### src/hdl/ecc_code_pkg.sv
`default_nettype none

package ecc_code_pkg;

    localparam int DATA_WIDTH   = 51;
    localparam int PARITY_WIDTH = 7;
    localparam int CODE_WIDTH   = DATA_WIDTH + PARITY_WIDTH;

    typedef logic [DATA_WIDTH-1:0]   data_t;
    typedef logic [PARITY_WIDTH-1:0] parity_t;
    typedef logic [PARITY_WIDTH-1:0] syndrome_t;

    typedef struct packed {
        parity_t parity;  // Upper 7 bits
        data_t   data;
    } codeword_t;

    // Odd-weight columns, so any double error leaves an even nonzero syndrome
    localparam syndrome_t H_COLUMNS [DATA_WIDTH] = '{
        7'b1000011,  // Bit 0
        7'b1000101,
        7'b1000110,
        7'b0000111,
        7'b1001001,
        7'b1001010,
        7'b0001011,
        7'b1001100,
        7'b0001101,
        7'b0001110,
        7'b1001111,  // Bit 10
        7'b1010001,
        7'b1010010,
        7'b0010011,
        7'b1010100,
        7'b0010101,
        7'b0010110,
        7'b1010111,
        7'b1011000,
        7'b0011001,
        7'b0011010,  // Bit 20
        7'b1011011,
        7'b0011100,
        7'b1011101,
        7'b1011110,
        7'b0011111,
        7'b1100001,
        7'b1100010,
        7'b0100011,
        7'b1100100,
        7'b0100101,  // Bit 30
        7'b0100110,
        7'b1100111,
        7'b1101000,
        7'b0101001,
        7'b0101010,
        7'b1101011,
        7'b0101100,
        7'b1101101,
        7'b1101110,
        7'b0101111,  // Bit 40
        7'b1110000,
        7'b0110001,
        7'b0110010,
        7'b1110011,
        7'b0110100,
        7'b1110101,
        7'b1110110,
        7'b0110111,
        7'b0111000,
        7'b1111001   // Bit 50
    };

    // Check bit j is the XOR of every data bit whose column has bit j set
    function automatic parity_t calc_parity(input data_t data);
        parity_t parity;
        parity = '0;
        for (int i = 0; i < DATA_WIDTH; i++) begin
            if (data[i]) begin
                parity = parity ^ H_COLUMNS[i];
            end
        end
        return parity;
    endfunction

endpackage

`default_nettype wire

### src/hdl/ecc_mem_pkg.sv
`default_nettype none

package ecc_mem_pkg;

    localparam int DEPTH       = 16;
    localparam int ADDR_WIDTH  = $clog2(DEPTH);
    localparam int COUNT_WIDTH = 16;

    typedef logic [ADDR_WIDTH-1:0]  addr_t;
    typedef logic [COUNT_WIDTH-1:0] count_t;

    // Registered write from encoder to RAM
    typedef struct packed {
        addr_t                   addr;
        ecc_code_pkg::codeword_t word;
    } wr_req_t;

    typedef struct packed {
        addr_t               addr;
        ecc_code_pkg::data_t data;
        logic                sbit_err;  // Corrected or parity-only error
        logic                dbit_err;  // Uncorrectable
    } rd_resp_t;

endpackage

`default_nettype wire

### src/hdl/ecc_encoder.sv
`timescale 1ns/1ns
`default_nettype none

module ecc_encoder (
    input  logic                    clk,
    input  logic                    rst_n,
    input  logic                    wr_en,
    input  ecc_mem_pkg::addr_t      wr_addr,
    input  ecc_code_pkg::data_t     wr_data,
    input  ecc_code_pkg::codeword_t wr_flip,
    output logic                    wr_req_en,
    output ecc_mem_pkg::wr_req_t    wr_req
);

    ecc_code_pkg::codeword_t                clean_word;
    logic [ecc_code_pkg::CODE_WIDTH-1:0]    flipped;

    always_comb begin
        clean_word.data   = wr_data;
        clean_word.parity = ecc_code_pkg::calc_parity(wr_data);
    end

    assign flipped = clean_word ^ wr_flip;  // Error injection hook

    always_ff @(posedge clk or negedge rst_n) begin
        if (!rst_n) begin
            wr_req_en <= 1'b0;
        end else begin
            wr_req_en <= wr_en;
        end
    end

    always_ff @(posedge clk) begin
        if (wr_en) begin
            wr_req.addr <= wr_addr;
            wr_req.word <= flipped;
        end
    end

endmodule

`default_nettype wire

### src/hdl/ecc_codeword_ram.sv
`timescale 1ns/1ns
`default_nettype none

module ecc_codeword_ram (
    input  logic                    clk,
    input  logic                    rst_n,
    input  logic                    wr_req_en,
    input  ecc_mem_pkg::wr_req_t    wr_req,
    input  logic                    rd_en,
    input  ecc_mem_pkg::addr_t      rd_addr,
    input  logic                    bypass,
    output logic                    rd_word_en,
    output ecc_code_pkg::codeword_t rd_word,
    output ecc_mem_pkg::addr_t      rd_word_addr,
    output logic                    rd_word_bypass
);

    ecc_code_pkg::codeword_t mem [ecc_mem_pkg::DEPTH];

    always_ff @(posedge clk) begin
        if (wr_req_en) begin
            mem[wr_req.addr] <= wr_req.word;
        end
    end

    always_ff @(posedge clk or negedge rst_n) begin
        if (!rst_n) begin
            rd_word_en <= 1'b0;
        end else begin
            rd_word_en <= rd_en;
        end
    end

    always_ff @(posedge clk) begin
        if (rd_en) begin
            rd_word        <= mem[rd_addr];  // Old word on the write edge
            rd_word_addr   <= rd_addr;  // Tag travels with the data
            rd_word_bypass <= bypass;
        end
    end

endmodule

`default_nettype wire

### src/hdl/ecc_decoder.sv
`timescale 1ns/1ns
`default_nettype none

module ecc_decoder (
    input  logic                    clk,
    input  logic                    rst_n,
    input  logic                    rd_word_en,
    input  ecc_code_pkg::codeword_t rd_word,
    input  ecc_mem_pkg::addr_t      rd_word_addr,
    input  logic                    rd_word_bypass,
    output logic                    rd_valid,
    output ecc_mem_pkg::rd_resp_t   rd_resp,
    output ecc_mem_pkg::count_t     sbe_count,
    output ecc_mem_pkg::count_t     dbe_count
);

    ecc_code_pkg::syndrome_t syndrome;
    ecc_code_pkg::data_t     flip_mask;
    logic                    col_hit;
    logic                    parity_hit;
    logic                    sbit;
    logic                    dbit;
    ecc_mem_pkg::rd_resp_t   resp_next;

    function automatic ecc_mem_pkg::count_t sat_inc(
        input ecc_mem_pkg::count_t count,
        input logic                hit
    );
        if (hit && (count != '1)) begin
            return count + 1'b1;
        end
        return count;
    endfunction

    always_comb begin
        syndrome  = rd_word.parity ^ ecc_code_pkg::calc_parity(rd_word.data);
        flip_mask = '0;
        col_hit   = 1'b0;
        for (int i = 0; i < ecc_code_pkg::DATA_WIDTH; i++) begin
            if (syndrome == ecc_code_pkg::H_COLUMNS[i]) begin
                flip_mask[i] = 1'b1;
                col_hit      = 1'b1;
            end
        end
    end

    assign parity_hit = $onehot(syndrome);  // Check bit itself flipped
    assign sbit       = col_hit | parity_hit;
    assign dbit       = (syndrome != '0) & ~sbit;

    always_comb begin
        resp_next.addr = rd_word_addr;
        if (rd_word_bypass) begin
            resp_next.data     = rd_word.data;  // Raw, no flags
            resp_next.sbit_err = 1'b0;
            resp_next.dbit_err = 1'b0;
        end else begin
            resp_next.data     = rd_word.data ^ flip_mask;
            resp_next.sbit_err = sbit;
            resp_next.dbit_err = dbit;
        end
    end

    always_ff @(posedge clk or negedge rst_n) begin
        if (!rst_n) begin
            rd_valid  <= 1'b0;
            sbe_count <= '0;
            dbe_count <= '0;
        end else begin
            rd_valid  <= rd_word_en;
            sbe_count <= sat_inc(sbe_count, rd_word_en & resp_next.sbit_err);
            dbe_count <= sat_inc(dbe_count, rd_word_en & resp_next.dbit_err);
        end
    end

    // Held until the next valid read
    always_ff @(posedge clk) begin
        if (rd_word_en) begin
            rd_resp <= resp_next;
        end
    end

endmodule

`default_nettype wire

### src/hdl/ecc_mem_top.sv
`timescale 1ns/1ns
`default_nettype none

module ecc_mem_top (
    input  logic                    clk,
    input  logic                    rst_n,
    input  logic                    wr_en,
    input  ecc_mem_pkg::addr_t      wr_addr,
    input  ecc_code_pkg::data_t     wr_data,
    input  ecc_code_pkg::codeword_t wr_flip,
    input  logic                    rd_en,
    input  ecc_mem_pkg::addr_t      rd_addr,
    input  logic                    bypass,
    output logic                    rd_valid,
    output ecc_mem_pkg::rd_resp_t   rd_resp,
    output ecc_mem_pkg::count_t     sbe_count,
    output ecc_mem_pkg::count_t     dbe_count
);

    logic                    wr_req_en;
    ecc_mem_pkg::wr_req_t    wr_req;
    logic                    rd_word_en;
    ecc_code_pkg::codeword_t rd_word;
    ecc_mem_pkg::addr_t      rd_word_addr;
    logic                    rd_word_bypass;

    ecc_encoder i_encoder (
        .clk       (clk),
        .rst_n     (rst_n),
        .wr_en     (wr_en),
        .wr_addr   (wr_addr),
        .wr_data   (wr_data),
        .wr_flip   (wr_flip),
        .wr_req_en (wr_req_en),
        .wr_req    (wr_req)
    );

    ecc_codeword_ram i_ram (
        .clk            (clk),
        .rst_n          (rst_n),
        .wr_req_en      (wr_req_en),
        .wr_req         (wr_req),
        .rd_en          (rd_en),
        .rd_addr        (rd_addr),
        .bypass         (bypass),
        .rd_word_en     (rd_word_en),
        .rd_word        (rd_word),
        .rd_word_addr   (rd_word_addr),
        .rd_word_bypass (rd_word_bypass)
    );

    ecc_decoder i_decoder (
        .clk            (clk),
        .rst_n          (rst_n),
        .rd_word_en     (rd_word_en),
        .rd_word        (rd_word),
        .rd_word_addr   (rd_word_addr),
        .rd_word_bypass (rd_word_bypass),
        .rd_valid       (rd_valid),
        .rd_resp        (rd_resp),
        .sbe_count      (sbe_count),
        .dbe_count      (dbe_count)
    );

endmodule

`default_nettype wire

### config.mk
export PLATFORM = sky130hd
export DESIGN_NAME = ecc_mem_top
export DESIGN_NICKNAME = d
export VERILOG_FILES = /design/src/hdl/ecc_code_pkg.sv /design/src/hdl/ecc_mem_pkg.sv /design/src/hdl/ecc_encoder.sv /design/src/hdl/ecc_codeword_ram.sv /design/src/hdl/ecc_decoder.sv /design/src/hdl/ecc_mem_top.sv
export SDC_FILE = /design/constraint.sdc
export NUM_CORES = 1
export LEC_CHECK = 0
export BUFFER_PORTS_ARGS = -buffer_cell sky130_fd_sc_hd__buf_2
export CAP_MARGIN = 20
export CELL_PAD_IN_SITES_DETAIL_PLACEMENT = 1
export CELL_PAD_IN_SITES_GLOBAL_PLACEMENT = 1
export CORE_AREA = 2 2 294 296
export DETAILED_ROUTE_END_ITERATION = 12
export DIE_AREA = 0 0 296 298
export GPL_TIMING_DRIVEN = 0
export PLACE_DENSITY = 0.75
export SETUP_SLACK_MARGIN = 0.2
export SLEW_MARGIN = 20
export SYNTH_ARGS = -nofsm -noshare
export SYNTH_HDL_FRONTEND = slang
export SYNTH_SLANG_ARGS = --single-unit
### constraint.sdc
create_clock -name clk -period 6.68 [get_ports clk]
set_input_delay 1.336 -clock clk [delete_from_list [all_inputs] [get_ports clk]]
set_output_delay 1.336 -clock clk [all_outputs]
set_load 0.005 [all_outputs]
Word-level counts from Yosys, hierarchy flattened. Memory sizes are Yosys's and may differ from the RTL's. A register that Yosys moved wholly into a read port is not among the register bits. Index checks and enable logic that the tools add are counted.

Flip-flop bits (word level): 159. RAM bits: 928. Bits of input ports: 122. Output and inout bits: 90. Word-level logic and storage cells: 398. Memories: 1.

Add/sub/neg operators: 8. Equality and inequality tests: 54. Multiplexer cells: 210. Bitwise gates (word level): 108. Reduce and logical (&&, ||, !) cells: 3.

Memories: i_ram.mem (words 16, width 58, rd ports 1, clocked after Yosys merged registers in 1, wr ports 1, line ecc_codeword_ram.sv:18) `ecc_code_pkg::codeword_t mem [ecc_mem_pkg::DEPTH];`.

Operator list (number): $mux 7 (56); $not 3->3 (68); $eq 7x7->1 const B (28); $not 5->5 (32); $mux 6 (24); $mux 1 (105); $eq 7x6->1 const B (12); $mux 5 (14); $xor 58x58->58 (1); $mux 53 (1); $xor 51x51->51 (1); $eq 7x5->1 const B (7); $add 16x1->16 const B (2); $mux 16 (2); $ne 16x16->1 const B (2); $mux 4 (6); $eq 7x4->1 const B (3); $eq 7x3->1 const B (1); $reduce_bool 7->1 (1); $xor 7x7->7 (1); $add 1x1->2 (3); $add 3x3->3 (2); $mux 3 (2); $add 3x1->3 (1); other kinds (5) (8).

Longest topological paths before layout. Gate-level depths: netlist of run 1.

Depth after elaboration: 161. Depth in mapped cells: 21. Mapped depth without buffers: 20.

By module. Synthesis of run 1 repeated with hierarchy kept, for this count alone.

Cells, all modules: 2238. Area, all modules: 45974.1 sq um.

By module, submodules not included: ecc_codeword_ram (times used 1, cells an instance 1502, area each 36647.6 sq um, seq. area each 29783.6 sq um); ecc_decoder (times used 1, cells an instance 523, area each 5845.6 sq um, seq. area each 2537.4 sq um); ecc_encoder (times used 1, cells an instance 213, area each 3480.8 sq um, seq. area each 1886.8 sq um).

Worst setup path after synthesis of run 1. No wires, ideal clock.

Path type: reg-to-reg. Start point: reg, netlist name i_encoder.wr_req[60]. End point: mem i_ram.mem[0][0] (netlist bit), enable pin. Library setup time: 545 ps. Arrival time: 4863 ps. Data required time: 6135 ps. Setup slack: 1272 ps. Stages on the path, launching flop included: 3. Buffers on the path: 0. Clock period less this slack: 5408 ps. Path through: edfxtp_1 or3b_2 nor3_1.

RTL lines (line): end, declared (ecc_codeword_ram.sv:18).

No word-level cell before the write port.

Worst setup path after layout of run 1.
Start point: reg, netlist name i_ram.rd_word[49]. End point: reg i_decoder.dbe_count[4].

Cells in the longest elaborated chain, start to end: 63. Elaborated cells between the ends (all ways): 120. Classes of those cells: add/sub: 5; eq/ne: 52; mux: 55; bitwise: 6; reduce/logical: 2.

RTL lines: $mux 6 (*) (line ecc_code_pkg.sv:78) `if (data[i]) begin`; $not 5->5 (no line); $mux 7 (*) (line ecc_code_pkg.sv:78); $xor 7x7->7 (*) (line ecc_decoder.sv:36) `syndrome = rd_word.parity ^ ecc_code_pkg::calc_parity(rd_word.data);`; $eq 7x7->1 (line ecc_decoder.sv:40) `if (syndrome == ecc_code_pkg::H_COLUMNS[i]) begin`; $mux 1 (51 in a row) (line ecc_decoder.sv:40); $or 1x1->1 (line ecc_decoder.sv:48) `assign sbit = col_hit | parity_hit;`; $not 1->1 (line ecc_decoder.sv:49) `assign dbit = (syndrome != '0) & ~sbit;`; $and 1x1->1 (*) (line ecc_decoder.sv:49); $mux 53 (*) (line ecc_decoder.sv:53) `if (rd_word_bypass) begin`; $and 1x1->1 (*) (line ecc_decoder.sv:72) `dbe_count <= sat_inc(dbe_count, rd_word_en & resp_next.dbit_err);`; $logic_and 1x1->1 (*) (line ecc_decoder.sv:29) `if (hit && (count != '1)) begin`; $mux 1 (*) (line ecc_decoder.sv:29); end signal, assigned (line ecc_decoder.sv:72); end, declared (line ecc_decoder.sv:14) `output ecc_mem_pkg::count_t dbe_count`.

Mark *: on every way between the ends. The rest lies on a longest branch, timed or not. A chain may end at the register's enable or synchronous reset.

==> impl_metrics.py, run 1 <==
metrics = {
    "floorplan": {
        "pin_count": 212,
        "num_rows": 107,
        "core_um2": 84900,
        "dieArea_um2": 88200,
        "die_w_um": 296,
        "start_util": 0.537,
        "dieHeight_um": 298,
    },
    "sta": {
        "setup_viol": 0,
        "relSlewSlack": 0.311,
        "tightest_slew_ns": 1.03,
        "final-hold-violation-count": 0,
        "fin_crit_ns": 5.36,
        "final-max-slew-violation-count": 0,
        "finalCritPeriodShare": 0.802,
        "max_freq_mhz": 187,
        "rsz0062_at_grt": "no",
        "fin_skew_ns": 0.0257,
    },
    "cts": {
        "cts_setup_buffers": 0,
        "path_clk_slew_ns": 0.06,
        "ctsResizeCount": 0,
        "clock_latency_ns": 0.68,
        "cts_tree": "done",
        "clockRootBuffer": "clkbuf_16",
        "cts_made_buffers": 111,
        "clock_sinks": 1145,
        "ctsHoldBuffers": 0,
        "clock_path_buffers": 3,
        "h-tree-depth": 3,
    },
    "detailed_routing": {
        "first_pass_iters": 5,
        "ant_nets": 0,
        "vias_per_cell": 6.18,
        "totalWireLength_um": 126000,
        "drc_errors": 0,
        "wl_per_cell_um": 33.7,
        "vias": 23070,
        "drtIter0Drc": 2544,
    },
    "critical_path": {
        "cp_data_arrival_time_ns": 5.95,
        "cp-end-kind": "flip-flop",
        "cp.required_ns": 7.27,
        "crit_type": "reg -> reg",
        "reg2regPathDepth": 21,
        "critPathLaunchType": "flip-flop",
        "crit_fanout": 10,
    },
    "logic_synthesis": {
        "syn_area_per_cell_um2": 21.8,
        "synthArstFlopShare": 0.0306,
        "synth_seq_area_share": 0.751,
        "synth_edf_count": 1110,
        "synthTopCellsByCount": "1,110 x edfxtp_1, 290 x mux4_2, 192 x xnor2_1",
        "syn_inst": 2095,
        "synth_top_area_share": 0.731,
        "ys_seq_elements": 1145,
        "synth_fp_nets": 2235,
        "synthTopCellsByArea": "edfxtp_1 73%, mux4_2 14%, xnor2_1 3.7%",
        "synth_cell_types": 44,
        "yosysMostFrequentCell": "edfxtp_1",
        "yosys_most_used_dff": "edfxtp_1",
        "yosys_warnings": 0,
        "netlist_area_um2": 45600,
        "yosysTopAreaCell": "edfxtp_1",
    },
    "global_routing": {
        "grt_pass1_vias": 24371,
        "grt.total_usage": 0.292,
        "grt_overflow_total": 0,
        "grt_pass1_wl_um": 179000,
        "grt_max_degree": 60,
        "antenna_found_initial": 5,
    },
    "place": {
        "gp_congestion": 0.825,
        "port_buffers": 211,
        "hpwl_um": 85000,
    },
    "flow_run": {
        "cap_viol_max_count": 0,
    },
    "power": {
        "vdd_ir_drop_max_uv": 1020,
        "p_leak_nw": 17.8,
        "power.density_nw_per_um2": 392,
        "totalPowerFinal_mw": 20.9,
    },
    "min_path": {
        "worstHoldPathType": "reg -> reg",
        "min_delay_path_depth": 0,
    },
    "cells_and_area": {
        "drive_gt1_frac": 0.307,
        "syn2layout_area_growth_pct": 16.8,
        "nNetsFinal": 2648,
        "fillCellCount": 7081,
        "final_util": 0.627,
    },
    "status": {
        "outcome": "finished clean",
    },
}
[logic make-up (layout without fill, tap and decap cells)]
logic type,Yosys count,in the layout,synth area share
AOI/OAI and AO/OA,25,25,0.00453
xor gates and xnor gates,357,357,0.0711
adders and majority gates,18,18,0.00544
buffers and inverters,88,581,0.00741
DFF,1145,1145,0.751
muxes,294,294,0.144
other,0,1,0
and+or+nand+nor,168,168,0.0167
[per-layer routing]
metal / GRT usage / vias to the layer above / routed length, µm
met5: 0 / - / 41
met4: 0.0872 / 6 / 3550
met3: 0.0501 / 234 / 10000
met2: 0.492 / 1266 / 63900
met1: 0.395 / 12293 / 48400
li1: - / 9271 / -
[registers in the layout (all words and copies together) (netlist names)]
signal and count:
i_ram.rd_word_en 1, i_ram.rd_word_bypass 1, i_ram.mem 928, i_ram.rd_word 58
i_decoder.rd_valid 1, i_encoder.wr_req_en 1, i_decoder.rd_resp 57, i_ram.rd_word_addr 4
i_encoder.wr_req 62, i_decoder.dbe_count 16, i_decoder.sbe_count 16
[worst max-delay path, stage by stage (launching register included)]
cell       delay (ns)
edfxtp_1         0.57
xnor2_1          0.56
xnor2_1          0.20
xnor2_1          0.17
xor2_1           0.21
xnor2_1          0.15
xnor2_1          0.13
ha_1             0.31
inv_1            0.06
fa_1             0.55
ha_1             0.14
inv_1            0.05
fa_1             0.43
xnor2_1          0.20
o22ai_1          0.10
a221oi_1         0.19
and3_1           0.19
mux2_4           0.24
o2111ai_4        0.21
buf_6            0.22
nor2_1           0.19
xor2_1           0.19
[where the power goes]
part | internal [mW] | total (mW) | switching, mW
clock | 3.69 | 6.33 | 2.63
combinational | 2.12 | 5.57 | 3.45
sequential | 8.55 | 8.97 | 0.415
total | 14.4 | 20.9 | 6.50
[cell type report]
type	count	area (µm²)	area share
clock inverters	62	724	0.0136
repair buffers	300	2470	0.0464
plain buffers	72	304	0.00571
multi-input cells	862	11100	0.209
inverters	16	60.1	0.00113
well taps	1144	1430	0.0269
clock buffers	131	2900	0.0544
diodes	1	2.50	0.0000470
flip-flops and latches	1145	34200	0.643
[placed cells by master (no fill, tap or decap), types with 20 or more instances in the layout]
cell type  instances
buf_12            26
buf_2            212
buf_4             32
clkbuf_1          60
clkbuf_16        113
clkinv_1          20
dfrtp_1           34
edfxtp_1        1110
mux4_2           290
nand2_1           43
nor2_1            62
xnor2_1          192
xor2_1           156
[stage by stage]
step                instances  setup WS (ns)  cell area, µm²  hold WS [ns]  setup TNS [ns]
global placement         3450          -4.41           48100         0.404        -1171.36
CTS                      3729           1.27           53200         0.433               0
detailed placement       3536           1.28           49600         0.412               0
finish                   3733           1.32           53200         0.428               0
floorplan                2095           1.27           45600         0.400               0
global route             3732          0.913           53200         0.435               0
[worst paths after layout]
| path | startpoint | end | slack [ns] |
|---|---|---|---|
| max | i_ram.rd_word[49] | i_decoder.dbe_count[4] | 1.32 |
| max reg2reg | i_ram.rd_word[49] | i_decoder.dbe_count[4] | 1.32 |
| min in group asynchronous | rst_n | i_decoder.dbe_count[3] | 0.76 |
| max in group asynchronous | rst_n | i_ram.rd_word_en | 5.30 |
| min | i_ram.rd_word_addr[2] | i_decoder.rd_resp[55] | 0.43 |
| min reg2reg | i_ram.rd_word_addr[2] | i_decoder.rd_resp[55] | 0.43 |
(Power assumes the default switching activity.)
==> run 2, diff against run 1 <==
==> constraint.sdc (replaced) <==
create_clock -name clk -period 5.3 [get_ports clk]
set_input_delay 1.06 -clock clk [delete_from_list [all_inputs] [get_ports clk]]
set_output_delay 1.06 -clock clk [all_outputs]
set_load 0.005 [all_outputs]
==> run 2 against run 1 <==
Die area did not move. Sequential share of layout area fell by 1.2 points. Core utilization rose by 1.2 points. First-iteration DRC count rose by 2.9%. Power rose by 33%. Global-route usage rose by 0.54 points. Routed wire length rose by 3.2%. Critical path type unchanged.
==> impl_metrics.py, run 2 (synthesis gave the netlist of run 1 again) <==
metrics = {
    "sta": {
        "fin_crit_ns": 4.98,
        "final-hold-violation-count": 0,
        "fin_skew_ns": 0.0288,
        "setup_viol": 0,
        "relSlewSlack": 0.248,
        "tightest_slew_ns": 1.13,
        "max_freq_mhz": 201,
        "rsz0062_at_grt": "no",
        "final-max-slew-violation-count": 0,
        "finalCritPeriodShare": 0.939,
    },
    "cells_and_area": {
        "largest_reg_flops": 928,
        "syn2layout_area_growth_pct": 19.0,
        "final_cell_mix": "1,110 x edfxtp_1, 290 x mux4_2, 215 x buf_2",
        "final_common_cell": "edfxtp_1",
        "reg.largest.list": "i_ram.mem (928), i_encoder.wr_req (62), i_ram.rd_word (58)",
        "drive_gt1_frac": 0.336,
        "nNetsFinal": 2682,
        "fin_cells": 3785,
        "antenna_cells": 0,
        "top_register": "i_ram.mem",
    },
    "critical_path": {
        "rr_startpoint": "i_ram.rd_word[10]",
        "startpoint": "i_ram.rd_word[10]",
        "reg2reg_slack_ns": 0.32,
        "cp_data_arrival_time_ns": 5.59,
        "cp.required_ns": 5.92,
        "reg2regPathDepth": 18,
        "rr_endpoint": "i_decoder.dbe_count[14]",
        "cp-end-kind": "flip-flop",
        "crit_fanout": 7,
        "crit_type": "reg -> reg",
        "cp-endpoint": "i_decoder.dbe_count[14]",
        "critPathLaunchType": "flip-flop",
    },
    "detailed_routing": {
        "vias_per_cell": 6.23,
        "first_pass_iters": 5,
        "totalWireLength_um": 130000,
        "wl_per_cell_um": 34.3,
        "vias": 23579,
        "drc_errors": 0,
        "drtIter0Drc": 2617,
        "ant_nets": 0,
    },
    "power": {
        "p_sw_frac": 0.316,
        "internal_power_mw": 19.0,
        "pwr-share-clk": 0.298,
        "power.density_nw_per_um2": 512,
        "totalPowerFinal_mw": 27.8,
        "power_switching_mw": 8.77,
        "vdd_ir_drop_max_uv": 1200,
        "power_frac_seq": 0.407,
        "p_leak_nw": 18.3,
        "combinationalPowerShare": 0.295,
    },
    "place": {
        "port_buffers": 211,
        "place_inst": 3527,
        "hpwl_um": 86400,
        "gp_congestion": 0.862,
    },
    "floorplan": {
        "pin_count": 212,
        "dieHeight_um": 298,
        "core_um2": 84900,
        "die_w_um": 296,
        "num_rows": 107,
        "start_util": 0.537,
        "dieArea_um2": 88200,
    },
    "cts": {
        "clock_path_buffers": 3,
        "clock_latency_ns": 0.69,
        "cts_tree": "done",
        "h-tree-depth": 3,
        "cts_made_buffers": 113,
        "path_clk_slew_ns": 0.07,
        "clock_sinks": 1145,
        "clockRootBuffer": "clkbuf_16",
    },
    "global_routing": {
        "grt_pass1_vias": 24455,
        "grt_overflow_total": 0,
        "grt.total_usage": 0.298,
        "antenna_found_initial": 6,
        "grt_max_degree": 58,
        "grt_pass1_wl_um": 182000,
    },
    "min_path": {
        "worstHoldPathType": "reg -> reg",
    },
    "flow_run": {
        "cap_viol_max_count": 0,
    },
    "status": {
        "outcome": "finished clean",
    },
}
## run 2: cell types whose count changed in the layout (fill, tap and decap cells not counted), sizes merged
cell / delta
clkinvlp: +4
clkinv: +6
diode: -1
clkbuf: +6
inv: +2
buf: +35
## run 2: final cells by class
class                           count  area (µm²)
Multi-Input combinational cell    862       11500
Buffer                             72         305
Sequential cell                  1145       34200
Inverter                           16        60.1
Timing Repair Buffer              332        2940
Tap cell                         1144        1430
Clock buffer                      140        3040
Clock inverter                     74         776
Fill cell                        6966       30600
## run 2: worst min-delay path by stage
stage / from / end / slack, ns / depth (start not counted)
finish: i_ram.rd_word_addr[3] / i_decoder.rd_resp[56] / 0.43 / 0
global placement: i_ram.rd_word_addr[2] / i_decoder.rd_resp[55] / 0.41 / 0
global route: i_ram.rd_word_addr[1] / i_decoder.rd_resp[54] / 0.43 / 0
floorplan: i_ram.rd_word_addr[0] / i_decoder.rd_resp[53] / 0.40 / 0
CTS: i_ram.rd_word_addr[3] / i_decoder.rd_resp[56] / 0.43 / 0
detailed placement: i_ram.rd_word_addr[0] / i_decoder.rd_resp[53] / 0.41 / 0
## run 2: power by group through the flow
stage	registers (mW)	logic [mW]	clock network, mW
floorplan	11.3	4.89	0
global placement	11.4	6.63	0
detailed placement	11.5	6.86	0
CTS	11.3	7.05	8.34
global route	11.3	8.72	8.64
finish	11.3	8.19	8.28
## run 2: through the flow
stage               TNS (ns)  setup WS, ns  cell area [µm²]  hold slack, ns  utilization
global route               0         0.115            54200           0.433        0.639
floorplan                  0         0.240            45600           0.400            -
detailed placement    -0.397       -0.0655            49700           0.409        0.586
global placement    -1822.07         -5.70            48100           0.405        0.566
finish                     0         0.324            54200           0.426        0.639
CTS                        0         0.201            53700           0.429        0.632
## run 2: critical path, stage by stage, from the launching register on
cell and delay, ns:
edfxtp_1 0.50, xor2_1 0.30, xnor3_1 0.49, xnor3_2 0.47, xor2_4 0.20, inv_1 0.10
fa_1 0.55, ha_2 0.16, inv_1 0.04, fa_2 0.35, xnor2_2 0.19, o22ai_1 0.10
a221oi_1 0.22, and3_1 0.21, mux2_4 0.24, o2111ai_4 0.23, buf_6 0.23, nor3_4 0.16
xor2_1 0.15
## run 2: routing by layer
metal / vias up / share of wire / GRT usage
li1: 9366 / - / -
met1: 12536 / 0.37 / 0.404
met2: 1443 / 0.50 / 0.490
met3: 232 / 0.091 / 0.0557
met4: 2 / 0.034 / 0.102
met5: - / 0.00010 / 0
## run 2: repair_timing
item                       4_1_cts  5_1_grt
gates cloned                     0        1
resized for setup                9       44
hold buffers                     0        0
pin swaps                        1       22
setup buffers                    8       30
setup endpoints to repair       31       32
==> run 3, diff against run 2 <==
--- a/config.mk
+++ b/config.mk
@@ -10,6 +10,7 @@
 export CELL_PAD_IN_SITES_DETAIL_PLACEMENT = 1
 export CELL_PAD_IN_SITES_GLOBAL_PLACEMENT = 1
 export CORE_AREA = 2 2 294 296
+export CTS_BUF_LIST = sky130_fd_sc_hd__clkbuf_16
 export DETAILED_ROUTE_END_ITERATION = 12
 export DIE_AREA = 0 0 296 298
 export GPL_TIMING_DRIVEN = 0
==> run 3 against run 2 <==
Non-clock buffer count fell by 7. Count of clock-buffer cells in the layout fell by 23. Critical path depth rose by 1. Routed wire length rose by 0.10%. First-iteration DRC count rose by 6.0%. Sequential share of layout area rose by 0.22 points. Sequential cell count did not move. Cell count fell by 0.16%. Power fell by 0.40%. Highest routed layer unchanged. Via count fell by 0.29%.
==> impl_metrics.py, run 3 (synthesis gave the netlist of run 1 again) <==
metrics = {
    "status": {
        "outcome": "finished clean",
    },
    "sta": {
        "fin_setup_tns_ns": 0,
        "final-hold-violation-count": 0,
        "tightest_slew_ns": 1.12,
        "setup_viol": 0,
        "max_freq_mhz": 201,
        "final-max-slew-violation-count": 0,
        "relSlewSlack": 0.251,
        "rsz0062_at_grt": "yes",
        "finalCritPeriodShare": 0.938,
        "fin_skew_ns": 0.0244,
        "fin_crit_ns": 4.97,
    },
    "cells_and_area": {
        "final_cell_mix": "1,110 x edfxtp_1, 290 x mux4_2, 215 x buf_2",
        "largest_reg_flops": 928,
        "drive_gt1_frac": 0.331,
        "nNetsFinal": 2675,
        "fillCellCount": 6987,
        "reg.largest.list": "i_ram.mem (928), i_encoder.wr_req (62), i_ram.rd_word (58)",
        "syn2layout_area_growth_pct": 18.6,
        "ff_latch_area_um2": 34200,
        "top_register": "i_ram.mem",
        "multi_input_comb_area_um2": 11400,
        "final_util": 0.637,
        "final_common_cell": "edfxtp_1",
    },
    "critical_path": {
        "crit_fanout": 9,
        "rr_endpoint": "i_decoder.dbe_count[11]",
        "reg2reg_slack_ns": 0.33,
        "critPathLaunchType": "flip-flop",
        "cp_data_arrival_time_ns": 5.57,
        "rr_startpoint": "i_ram.rd_word[48]",
        "crit_type": "reg -> reg",
        "cp.required_ns": 5.90,
        "cp-end-kind": "flip-flop",
        "reg2regPathDepth": 19,
    },
    "power": {
        "power_switching_mw": 8.78,
        "power_frac_seq": 0.408,
        "pwr-share-clk": 0.297,
        "p_sw_frac": 0.317,
        "vdd_ir_drop_max_uv": 1280,
        "totalPowerFinal_mw": 27.6,
        "combinationalPowerShare": 0.294,
        "power.density_nw_per_um2": 511,
        "internal_power_mw": 18.9,
        "p_leak_nw": 18.3,
    },
    "global_routing": {
        "grt_overflow_total": 0,
        "grt.total_usage": 0.300,
        "grt_max_degree": 58,
        "grt_pass1_vias": 24450,
        "antenna_found_initial": 4,
        "grt_pass1_wl_um": 184000,
    },
    "min_path": {
        "whs_endpoint": "i_decoder.rd_resp[53]",
        "worstHoldPathType": "reg -> reg",
        "min-delay-start": "i_ram.rd_word_addr[0]",
        "min_delay_path_depth": 0,
    },
    "floorplan": {
        "start_util": 0.537,
        "num_rows": 107,
        "dieHeight_um": 298,
        "die_w_um": 296,
        "pin_count": 212,
        "core_um2": 84900,
        "dieArea_um2": 88200,
    },
    "detailed_routing": {
        "first_pass_iters": 5,
        "vias_per_cell": 6.22,
        "ant_nets": 0,
        "wl_per_cell_um": 34.4,
        "drtIter0Drc": 2774,
        "totalWireLength_um": 130000,
        "drc_errors": 0,
        "vias": 23510,
    },
    "cts": {
        "clock_sinks": 1145,
        "clock_latency_ns": 0.68,
        "cts_made_buffers": 113,
        "h-tree-depth": 3,
        "clockRootBuffer": "clkbuf_16",
        "cts_tree": "done",
        "path_clk_slew_ns": 0.06,
        "clock_path_buffers": 3,
    },
    "place": {
        "hpwl_um": 86400,
        "port_buffers": 211,
        "gp_congestion": 0.862,
    },
    "flow_run": {
        "cap_viol_max_count": 0,
    },
}
[run 3: area by class of cell]
type | count | share of cell area
diodes | 1 | 0.0000463
inverters | 16 | 0.00111
clock buffers | 117 | 0.0542
well taps | 1144 | 0.0265
flip-flops and latches | 1145 | 0.633
plain buffers | 72 | 0.00572
clock inverters | 97 | 0.0159
multi-input cells | 862 | 0.211
repair buffers | 325 | 0.0530
[run 3: power groups by stage]
stage | Sequential [mW] | Clock (mW) | Combinational (mW)
finish | 11.3 | 8.22 | 8.14
global route | 11.4 | 8.59 | 8.64
global placement | 11.4 | 0 | 6.63
detailed placement | 11.5 | 0 | 6.86
CTS | 11.3 | 8.30 | 7.08
floorplan | 11.3 | 0 | 4.89
[run 3: how the worst max path moves through the flow]
stage	start	cells after the start	end
4_1_cts	i_ram.rd_word[37]	21	i_decoder.dbe_count[7]
5_1_grt	i_ram.rd_word[48]	21	i_decoder.dbe_count[5]
3_5_place_dp	i_ram.rd_word[46]	20	i_decoder.dbe_count[7]
3_3_place_gp	i_encoder.wr_req[58]	1	i_ram.mem[12][18]
6_report	i_ram.rd_word[48]	19	i_decoder.dbe_count[11]
2_1_floorplan	i_encoder.wr_req[58]	1	i_ram.mem[12][0]
[run 3: critical path, cell delays in order, from the launching register on]
cell and delay [ns]:
edfxtp_1 0.50, buf_4 0.19, xor2_1 0.18, xnor2_2 0.27, xnor2_1 0.14, xnor2_1 0.30, xnor2_2 0.19, inv_1 0.11
ha_2 0.26, fa_1 0.56, inv_1 0.07, fa_2 0.40, xnor2_2 0.19, o22ai_1 0.10, a221oi_1 0.21, and3_1 0.21
mux2_4 0.24, o2111ai_4 0.23, nor3_1 0.32, xor2_1 0.21
[run 3: metrics by stage]
stage	hold slack [ns]	cell area, µm²	worst slack [ns]	std cells
5_1_grt	0.425	54100	0.103	3778
2_1_floorplan	0.400	45600	0.240	2095
3_3_place_gp	0.405	48100	-5.70	3450
4_1_cts	0.423	53700	0.203	3749
3_5_place_dp	0.409	49700	-0.0655	3527
6_report	0.421	54100	0.327	3779
[run 3: per-layer routing]
layer / part of all wire / track usage / up-vias
met3: 0.089 / 0.0542 / 217
met1: 0.38 / 0.413 / 12481
met2: 0.50 / 0.490 / 1445
met5: 0.00010 / 0 / -
met4: 0.033 / 0.100 / 2
li1: - / - / 9365
[run 3: what timing repair did]
action	4_1_cts	5_1_grt
setup buffers	8	27
hold buffers	0	0
pin swaps	1	18
setup endpoints to repair	31	32
resized for setup	9	31
cloned	0	1
